File: src/common/led_matrix_defs.svh
`ifndef LED_MATRIX_DEFS_SVH
`define LED_MATRIX_DEFS_SVH

// panel geometry, two halves scanned together
`define PIXEL_WIDTH        16
`define PIXEL_HEIGHT       8
`define PIXEL_HALFHEIGHT   4
`define BYTES_PER_PIXEL    2
`define BRIGHTNESS_LEVELS  4 // bit planes per channel

`define TICKS_PER_BIT      8 // clk_in cycles per serial bit

// plane b is lit for DISPLAY_BASE_TICKS << b cycles
`define DISPLAY_BASE_TICKS 4

`define CMD_LOAD_FRAME     8'h01
`define CMD_SET_BRIGHTNESS 8'h02
`define CMD_SET_RGB        8'h03

`endif
File: src/common/led_matrix_pkg.sv
`include "led_matrix_defs.svh"

package led_matrix_pkg;

    typedef logic [$clog2(`PIXEL_WIDTH)-1:0]      col_addr_t;
    typedef logic [$clog2(`PIXEL_HALFHEIGHT)-1:0] row_addr_t; // row within a half
    typedef logic [$clog2(`BRIGHTNESS_LEVELS)-1:0] plane_t;
    typedef logic [`BRIGHTNESS_LEVELS-1:0]        brightness_mask_t;
    typedef logic [2:0]                           rgb_t; // bit 0 red, 1 green, 2 blue

    // red 15:12, green 11:8, blue 3:0
    typedef logic [8*`BYTES_PER_PIXEL-1:0] pixel_t;

    typedef logic [$clog2(`PIXEL_WIDTH*`PIXEL_HEIGHT*`BYTES_PER_PIXEL)-1:0] fb_byte_addr_t;
    typedef logic [$clog2(`PIXEL_WIDTH*`PIXEL_HEIGHT)-1:0] fb_word_addr_t;

    typedef enum logic [1:0] {IDLE, LOAD, ARG_BRIGHTNESS, ARG_RGB} cmd_state_t;

    typedef enum logic [2:0] {FETCH, CLOCK_HIGH, CLOCK_LOW, LATCH, DISPLAY} scan_state_t;

endpackage

File: src/led_matrix_top.sv
`timescale 1ns/1ps

module led_matrix_top import led_matrix_pkg::*; (
    input  logic      clk_in,
    input  logic      rst_n,
    input  logic      rx,
    output rgb_t      rgb1, // top half
    output rgb_t      rgb2, // bottom half
    output logic      clk_pixel,
    output logic      row_latch,
    output logic      output_enable,
    output row_addr_t row_address
);

    logic [7:0]       rx_data;
    logic             rx_valid;
    logic             fb_wr_en;
    fb_byte_addr_t    fb_wr_addr;
    logic [7:0]       fb_wr_data;
    brightness_mask_t brightness_enable;
    rgb_t             rgb_enable;
    fb_word_addr_t    rd_addr;
    pixel_t           rd_data;
    logic             fetch_start;
    logic             fetch_done;
    col_addr_t        column;
    row_addr_t        row;
    plane_t           plane;
    logic             timer_start;
    logic             timer_done;

    uart_rx u_uart_rx (
        .clk_in   (clk_in),
        .rst_n    (rst_n),
        .rx       (rx),
        .rx_data  (rx_data),
        .rx_valid (rx_valid)
    );

    command_decoder u_command_decoder (
        .clk_in            (clk_in),
        .rst_n             (rst_n),
        .rx_data           (rx_data),
        .rx_valid          (rx_valid),
        .fb_wr_en          (fb_wr_en),
        .fb_wr_addr        (fb_wr_addr),
        .fb_wr_data        (fb_wr_data),
        .brightness_enable (brightness_enable),
        .rgb_enable        (rgb_enable)
    );

    framebuffer u_framebuffer (
        .clk_in  (clk_in),
        .wr_en   (fb_wr_en),
        .wr_addr (fb_wr_addr),
        .wr_data (fb_wr_data),
        .rd_addr (rd_addr),
        .rd_data (rd_data)
    );

    pixel_fetch u_pixel_fetch (
        .clk_in            (clk_in),
        .rst_n             (rst_n),
        .fetch_start       (fetch_start),
        .column            (column),
        .row               (row),
        .plane             (plane),
        .brightness_enable (brightness_enable),
        .rgb_enable        (rgb_enable),
        .rd_addr           (rd_addr),
        .rd_data           (rd_data),
        .rgb_top           (rgb1),
        .rgb_bottom        (rgb2),
        .fetch_done        (fetch_done)
    );

    scan_fsm u_scan_fsm (
        .clk_in      (clk_in),
        .rst_n       (rst_n),
        .fetch_done  (fetch_done),
        .timer_done  (timer_done),
        .fetch_start (fetch_start),
        .column      (column),
        .row         (row),
        .plane       (plane),
        .timer_start (timer_start),
        .clk_pixel   (clk_pixel),
        .row_latch   (row_latch),
        .row_address (row_address)
    );

    bcm_timer u_bcm_timer (
        .clk_in        (clk_in),
        .rst_n         (rst_n),
        .timer_start   (timer_start),
        .plane         (plane),
        .output_enable (output_enable),
        .timer_done    (timer_done)
    );

endmodule

File: src/matrix_scan/bcm_timer.sv
`timescale 1ns/1ps
`include "led_matrix_defs.svh"

module bcm_timer import led_matrix_pkg::*; (
    input  logic   clk_in,
    input  logic   rst_n,
    input  logic   timer_start,
    input  plane_t plane,
    output logic   output_enable,
    output logic   timer_done
);

    // wide enough for the longest plane minus one
    localparam int CW = $clog2(`DISPLAY_BASE_TICKS << (`BRIGHTNESS_LEVELS - 1));

    logic [CW-1:0] remaining;

    always_ff @(posedge clk_in) begin
        if (!rst_n) begin
            output_enable <= 1'b0;
            remaining     <= '0;
        end else if (timer_start) begin
            output_enable <= 1'b1;
            remaining     <= CW'((`DISPLAY_BASE_TICKS << plane) - 1); // binary weight
        end else if (output_enable) begin
            if (remaining == '0) output_enable <= 1'b0;
            else remaining <= remaining - 1'b1;
        end
    end

    assign timer_done = output_enable && (remaining == '0); // last lit cycle

endmodule

File: src/matrix_scan/scan_fsm.sv
`timescale 1ns/1ps
`include "led_matrix_defs.svh"

module scan_fsm import led_matrix_pkg::*; (
    input  logic      clk_in,
    input  logic      rst_n,
    input  logic      fetch_done,
    input  logic      timer_done,
    output logic      fetch_start,
    output col_addr_t column,
    output row_addr_t row,
    output plane_t    plane,
    output logic      timer_start,
    output logic      clk_pixel,
    output logic      row_latch,
    output row_addr_t row_address
);

    localparam plane_t PLANE_LAST = plane_t'(`BRIGHTNESS_LEVELS - 1);

    scan_state_t state;
    logic        kick; // first fetch after reset

    always_ff @(posedge clk_in) begin
        if (!rst_n) begin
            kick <= 1'b1;
        end else begin
            kick <= 1'b0;
        end
    end

    // a fetch is issued one cycle ahead of FETCH so a column takes 5 cycles
    assign fetch_start = kick || (state == CLOCK_LOW && column != '0) ||
                         (state == DISPLAY && timer_done);
    assign clk_pixel   = (state == CLOCK_HIGH);
    assign row_latch   = (state == LATCH);
    assign timer_start = (state == LATCH); // display starts right after the latch

    // counters wrap naturally, the panel dimensions are powers of two
    always_ff @(posedge clk_in) begin
        if (!rst_n) begin
            state       <= FETCH;
            column      <= '0;
            row         <= '0;
            plane       <= '0;
            row_address <= '0;
        end else begin
            case (state)
                FETCH: if (fetch_done) state <= CLOCK_HIGH;
                CLOCK_HIGH: begin
                    column <= column + 1'b1;
                    state  <= CLOCK_LOW;
                end
                CLOCK_LOW: begin
                    if (column == '0) begin // all columns shifted
                        row_address <= row;
                        state       <= LATCH;
                    end else begin
                        state <= FETCH;
                    end
                end
                LATCH: begin
                    // advance early so the next fetch sees the new row and plane
                    plane <= plane + 1'b1;
                    if (plane == PLANE_LAST) row <= row + 1'b1;
                    state <= DISPLAY;
                end
                DISPLAY: if (timer_done) state <= FETCH;
                default: state <= FETCH;
            endcase
        end
    end

endmodule

File: src/pixel_fetch.sv
`timescale 1ns/1ps
`include "led_matrix_defs.svh"

module pixel_fetch import led_matrix_pkg::*; (
    input  logic             clk_in,
    input  logic             rst_n,
    input  logic             fetch_start,
    input  col_addr_t        column,
    input  row_addr_t        row,
    input  plane_t           plane,
    input  brightness_mask_t brightness_enable,
    input  rgb_t             rgb_enable,
    output fb_word_addr_t    rd_addr,
    input  pixel_t           rd_data,
    output rgb_t             rgb_top,
    output rgb_t             rgb_bottom,
    output logic             fetch_done
);

    localparam int RED_LSB   = 12;
    localparam int GREEN_LSB = 8;
    localparam int BLUE_LSB  = 0;

    logic [1:0]    step; // 0 idle, 1 top word back, 2 bottom word back
    pixel_t        top_word;
    fb_word_addr_t top_addr;
    fb_word_addr_t bottom_addr;

    // current plane bit of each channel, then the two enable masks
    function automatic rgb_t plane_bits(pixel_t px, plane_t p, brightness_mask_t b_en,
                                        rgb_t c_en);
        rgb_t bits;
        bits[0] = px[RED_LSB + p];
        bits[1] = px[GREEN_LSB + p];
        bits[2] = px[BLUE_LSB + p];
        return b_en[p] ? (bits & c_en) : '0;
    endfunction

    assign top_addr    = fb_word_addr_t'(int'(row) * `PIXEL_WIDTH + int'(column));
    assign bottom_addr = fb_word_addr_t'((int'(row) + `PIXEL_HALFHEIGHT) * `PIXEL_WIDTH
                                         + int'(column));
    assign rd_addr     = (step == 2'd1) ? bottom_addr : top_addr;

    always_ff @(posedge clk_in) begin
        if (!rst_n) begin
            step       <= 2'd0;
            fetch_done <= 1'b0;
            rgb_top    <= '0;
            rgb_bottom <= '0;
        end else begin
            fetch_done <= 1'b0;
            case (step)
                2'd0: if (fetch_start) step <= 2'd1; // top read issued this cycle
                2'd1: begin
                    top_word <= rd_data;
                    step     <= 2'd2;
                end
                2'd2: begin
                    rgb_top    <= plane_bits(top_word, plane, brightness_enable, rgb_enable);
                    rgb_bottom <= plane_bits(rd_data, plane, brightness_enable, rgb_enable);
                    fetch_done <= 1'b1; // third cycle after start
                    step       <= 2'd0;
                end
                default: step <= 2'd0;
            endcase
        end
    end

endmodule

File: src/framebuffer.sv
`timescale 1ns/1ps
`include "led_matrix_defs.svh"

module framebuffer import led_matrix_pkg::*; (
    input  logic          clk_in,
    input  logic          wr_en,
    input  fb_byte_addr_t wr_addr,
    input  logic [7:0]    wr_data,
    input  fb_word_addr_t rd_addr,
    output pixel_t        rd_data
);

    localparam int WORDS = `PIXEL_WIDTH * `PIXEL_HEIGHT;

    // even bytes hold the upper half of each pixel word
    logic [7:0] upper_bank [WORDS];
    logic [7:0] lower_bank [WORDS];

    always_ff @(posedge clk_in) begin
        if (wr_en) begin
            if (wr_addr[0]) lower_bank[wr_addr[$bits(wr_addr)-1:1]] <= wr_data;
            else            upper_bank[wr_addr[$bits(wr_addr)-1:1]] <= wr_data;
        end
        rd_data <= {upper_bank[rd_addr], lower_bank[rd_addr]}; // one cycle latency
    end

endmodule

File: src/command_decoder.sv
`timescale 1ns/1ps
`include "led_matrix_defs.svh"

module command_decoder import led_matrix_pkg::*; (
    input  logic             clk_in,
    input  logic             rst_n,
    input  logic [7:0]       rx_data,
    input  logic             rx_valid,
    output logic             fb_wr_en,
    output fb_byte_addr_t    fb_wr_addr,
    output logic [7:0]       fb_wr_data,
    output brightness_mask_t brightness_enable,
    output rgb_t             rgb_enable
);

    localparam int FRAME_BYTES = `PIXEL_WIDTH * `PIXEL_HEIGHT * `BYTES_PER_PIXEL;
    localparam fb_byte_addr_t LAST_BYTE = fb_byte_addr_t'(FRAME_BYTES - 1);

    cmd_state_t    state;
    fb_byte_addr_t byte_cnt;

    always_ff @(posedge clk_in) begin
        if (!rst_n) begin
            state             <= IDLE;
            byte_cnt          <= '0;
            fb_wr_en          <= 1'b0;
            brightness_enable <= '1; // everything on after reset
            rgb_enable        <= '1;
        end else begin
            fb_wr_en <= 1'b0;
            if (rx_valid) begin
                case (state)
                    IDLE: begin
                        byte_cnt <= '0;
                        case (rx_data)
                            `CMD_LOAD_FRAME:     state <= LOAD;
                            `CMD_SET_BRIGHTNESS: state <= ARG_BRIGHTNESS;
                            `CMD_SET_RGB:        state <= ARG_RGB;
                            default:             state <= IDLE; // unknown byte dropped
                        endcase
                    end
                    LOAD: begin
                        fb_wr_en   <= 1'b1;
                        fb_wr_addr <= byte_cnt;
                        fb_wr_data <= rx_data;
                        byte_cnt   <= byte_cnt + 1'b1;
                        if (byte_cnt == LAST_BYTE) state <= IDLE;
                    end
                    ARG_BRIGHTNESS: begin
                        brightness_enable <= rx_data[`BRIGHTNESS_LEVELS-1:0];
                        state             <= IDLE;
                    end
                    ARG_RGB: begin
                        rgb_enable <= rx_data[2:0]; // r, g, b enables
                        state      <= IDLE;
                    end
                    default: state <= IDLE;
                endcase
            end
        end
    end

endmodule

File: src/uart_rx.sv
`timescale 1ns/1ps
`include "led_matrix_defs.svh"

module uart_rx (
    input  logic       clk_in,
    input  logic       rst_n,
    input  logic       rx,
    output logic [7:0] rx_data,
    output logic       rx_valid
);

    typedef enum logic [1:0] {RX_IDLE, RX_START, RX_DATA, RX_STOP} rx_state_t;

    localparam int TW = $clog2(`TICKS_PER_BIT);
    localparam logic [TW-1:0] TICK_LAST = TW'(`TICKS_PER_BIT - 1);
    localparam logic [TW-1:0] TICK_HALF = TW'(`TICKS_PER_BIT / 2 - 1);

    logic          rx_meta;
    logic          rx_sync;
    rx_state_t     state;
    logic [TW-1:0] tick_cnt;
    logic [2:0]    bit_cnt;
    logic [7:0]    shreg;

    // two flops, line idles high
    always_ff @(posedge clk_in) begin
        if (!rst_n) begin
            rx_meta <= 1'b1;
            rx_sync <= 1'b1;
        end else begin
            rx_meta <= rx;
            rx_sync <= rx_meta;
        end
    end

    always_ff @(posedge clk_in) begin
        if (!rst_n) begin
            state    <= RX_IDLE;
            tick_cnt <= '0;
            bit_cnt  <= '0;
            rx_valid <= 1'b0;
        end else begin
            rx_valid <= 1'b0;
            case (state)
                RX_IDLE: begin
                    tick_cnt <= '0;
                    if (!rx_sync) state <= RX_START; // falling edge of start bit
                end
                RX_START: begin
                    if (tick_cnt == TICK_HALF) begin
                        tick_cnt <= '0;
                        bit_cnt  <= '0;
                        state    <= rx_sync ? RX_IDLE : RX_DATA; // glitch rejected
                    end else begin
                        tick_cnt <= tick_cnt + 1'b1;
                    end
                end
                RX_DATA: begin
                    if (tick_cnt == TICK_LAST) begin
                        tick_cnt <= '0;
                        shreg    <= {rx_sync, shreg[7:1]}; // lsb first
                        bit_cnt  <= bit_cnt + 1'b1;
                        if (bit_cnt == 3'd7) state <= RX_STOP;
                    end else begin
                        tick_cnt <= tick_cnt + 1'b1;
                    end
                end
                RX_STOP: begin
                    if (tick_cnt == TICK_LAST) begin
                        if (rx_sync) begin
                            rx_data  <= shreg;
                            rx_valid <= 1'b1;
                        end
                        state <= RX_IDLE; // framing error drops the byte
                    end else begin
                        tick_cnt <= tick_cnt + 1'b1;
                    end
                end
                default: state <= RX_IDLE;
            endcase
        end
    end

endmodule

File: config.mk
export PLATFORM = sky130hd
export DESIGN_NAME = led_matrix_top
export DESIGN_NICKNAME = d
export VERILOG_FILES = /design/src/common/led_matrix_pkg.sv /design/src/led_matrix_top.sv /design/src/matrix_scan/bcm_timer.sv /design/src/matrix_scan/scan_fsm.sv /design/src/pixel_fetch.sv /design/src/framebuffer.sv /design/src/command_decoder.sv /design/src/uart_rx.sv
export VERILOG_INCLUDE_DIRS = /design/src /design/src/common
export SDC_FILE = /design/constraint.sdc
export NUM_CORES = 2
export LEC_CHECK = 0
export ABC_AREA = 1
export BUFFER_PORTS_ARGS = -buffer_cell sky130_fd_sc_hd__buf_4
export CELL_PAD_IN_SITES_DETAIL_PLACEMENT = 0
export CELL_PAD_IN_SITES_GLOBAL_PLACEMENT = 1
export CORE_AREA = 10 10 320 553
export CTS_BUF_LIST = sky130_fd_sc_hd__clkbuf_16
export DETAILED_ROUTE_END_ITERATION = 7
export DIE_AREA = 0 0 330 563
export PLACE_DENSITY = 0.79
export SLEW_MARGIN = 20
export SYNTH_ARGS = -nofsm -noshare
export SYNTH_HDL_FRONTEND = slang
export SYNTH_HIERARCHICAL = 1
export SYNTH_SLANG_ARGS = --single-unit
File: constraint.sdc
create_clock -name clk_in -period 5.35 [get_ports clk_in]
set_clock_uncertainty 0.2 [all_clocks]
set_input_delay 0.8025 -clock clk_in [delete_from_list [all_inputs] [get_ports clk_in]]
set_output_delay 0.8025 -clock clk_in [all_outputs]
set_load 0.05 [all_outputs]
==> results.md <==
* Status: completed
* RSZ-0062 raised after global routing: false
* Fill count at 15100
* Inserted Clock Buffers at 145
* Nets at 5792
* Top Family by Delay on Critical Path: buffers and inverters
* Area of the multi-input gates at 16600 um^2
* Cell count after synthesis at 6008
* Drt first pass iters at 5
* Die Ht at 563 um
* Die area at 186000 um^2
* Wire per inst at 22.8 um
* Startpoint Class: flop
* Initial Utilization at 0.408
* Post-CTS Setup Repair Bufs at 0
* Grt ovf at 0
* Fraction of layout cells with a size suffix above 1 at 0.0653
* First-pass GRT wire length at 271 mm
* Chip Width at 330 um
* Synth Net Count at 6021
* P&R area growth vs syn at 8.60%
* # setup viols final at 0
* Drt total wl at 185 mm
* Synthesized area at 68300 um^2
* CTS tree: done
* CP Cell Sequence: buf_4 -> buf_4 -> nand2_1 -> nand3_1 -> nand3_1 -> nand3_1 -> nand3_1 -> nand3_1 -> nand3_1 -> nand2_1
* Final min period at 3400 ps
* Core box area at 168000 um^2
* Antenna Nets Post-Route at 0
* Least-Margin Pin Slew at 1200 ps
* Post-cts gate resize count at 0
* Yosys warnings at 6
* Vias in the first global route at 42900
* Min-delay worst type: in -> reg
* Worst R2R Setup Slack at 1950 ps
* Seq. cell area at 48900 um^2
* Worst EP arrival at 3910 ps
* Final GP Congestion at 0.930
* Max_slew headroom at 0.193
* Commonest non-fill, non-tap cell in the layout: nand2_1
* Power per cell area at 379 nW/um^2
* Commonest non-fill, non-tap cells in the layout: nand2_1 (1760), edfxtp_1 (1580), nand3_1 (1557)
* CTS HTree Levels at 4
* Residual DRC count at 0
* Top Ports at 14
* CP Class: reg -> reg
* Maxcap violations at 0
* Post-Route Setup TNS at 0 ps
* Maximum root-to-sink buffer count at 4
* Max Slew Vio Count at 0
* Hold WS at 61.3 ps
* Post-DP HPWL at 110 mm
* Critical path peak fanout at 90
* Vias per cell at 5.46
* F_max at 294 MHz
* Clock root buffer: clkbuf_16
* Port Buffers at 13
* Most frequent cell on the critical path: nand3_1
* Max VDD drop at 0.293 mV
* Largest net degree at the start of global routing at 241
* Crit path required time at 5860 ps
* Worst Path Buf+Inv at 2
* Initial antenna violation count at 5
* Initial drt markers at 4040
* Leak pwr at 25.3 nW
* CP max stage delay at 850 ps
* Final Cycle Share at 0.635
* Clock sinks at 1650
* Hold Fails Final Rpt at 0
* Syn_area_per_cell at 11.4 um^2
* Clock-pin slew on the worst setup and hold paths at 70 ps
* # rows at 199
* CP Capture Type: flop
* Via count at 44200
* CP max stage cell: buf_4
* GRT Util Overall at 0.192
* # hold bufs at CTS at 0
* Clock Latency Late Sink at 770 ps
[path summary, 6_finish.rpt]
path / from / end / depth (start not counted)
max reg2reg: u_scan_fsm/column[0]$_SDFFE_PN0P_ / u_framebuffer/rd_data[15]$_DFF_P_ / 10
max: u_scan_fsm/column[0]$_SDFFE_PN0P_ / u_framebuffer/rd_data[15]$_DFF_P_ / 10
min reg2reg: u_uart_rx/rx_meta$_SDFF_PN1_ / u_uart_rx/rx_sync$_SDFF_PN1_ / 1
min: rx / u_uart_rx/rx_meta$_SDFF_PN1_ / 2
[registers in the layout, indices dropped and copies added, names as in the netlist, 3 cells and up, named ones only]
register                             flops
u_bcm_timer/remaining                    5
u_command_decoder/fb_wr_data             8
u_scan_fsm/state                         3
u_pixel_fetch/rgb_top                    3
u_command_decoder/rgb_enable             3
u_pixel_fetch/top_word                  12
u_uart_rx/tick_cnt                       3
u_command_decoder/brightness_enable      4
u_uart_rx/shreg                          8
u_framebuffer/lower_bank               512
u_scan_fsm/column                        4
u_uart_rx/rx_data                        8
u_framebuffer/rd_data                   12
u_uart_rx/bit_cnt                        3
u_command_decoder/fb_wr_addr             8
u_framebuffer/upper_bank              1024
u_pixel_fetch/rgb_bottom                 3
u_command_decoder/byte_cnt               8
[layer usage]
metal	wire length, um	global-route usage
met4	12200	0.116
met2	97000	0.351
met5	20	0
met3	10700	0.0214
met1	64600	0.213
[through the flow]
stage / util / cells / setup WS [ps] / power [W] / area [um^2]
final: 0.443 / 8091 / 1950 / 0.0281 / 74200
after global routing: 0.443 / 8090 / 1770 / 0.0291 / 74200
after CTS: 0.443 / 8089 / 2030 / 0.0282 / 74200
after detailed placement: 0.417 / 7843 / 2020 / 0.0185 / 69800
after global placement: 0.417 / 7843 / 1990 / 0.0185 / 69800
after floorplan: - / 6008 / 1100 / 0.0175 / 68300
[area by class of cell]
cell class | count | area share
repair buffers | 121 | 0.0159
diodes | 2 | 0.0000674
inverters | 115 | 0.00622
clock inverters | 99 | 0.00897
multi-input cells | 3746 | 0.224
flip-flops and latches | 1650 | 0.658
clock buffers | 147 | 0.0496
well taps | 2211 | 0.0373
[report_power, final]
group / switching [W] / total [W] / internal, W
combinational: 0.00304 / 0.00420 / 0.00116
sequential: 0.0000635 / 0.0141 / 0.0140
clock: 0.00449 / 0.00986 / 0.00538
total: 0.00759 / 0.0281 / 0.0205
No activity file was read; power rests on OpenSTA's default activity.
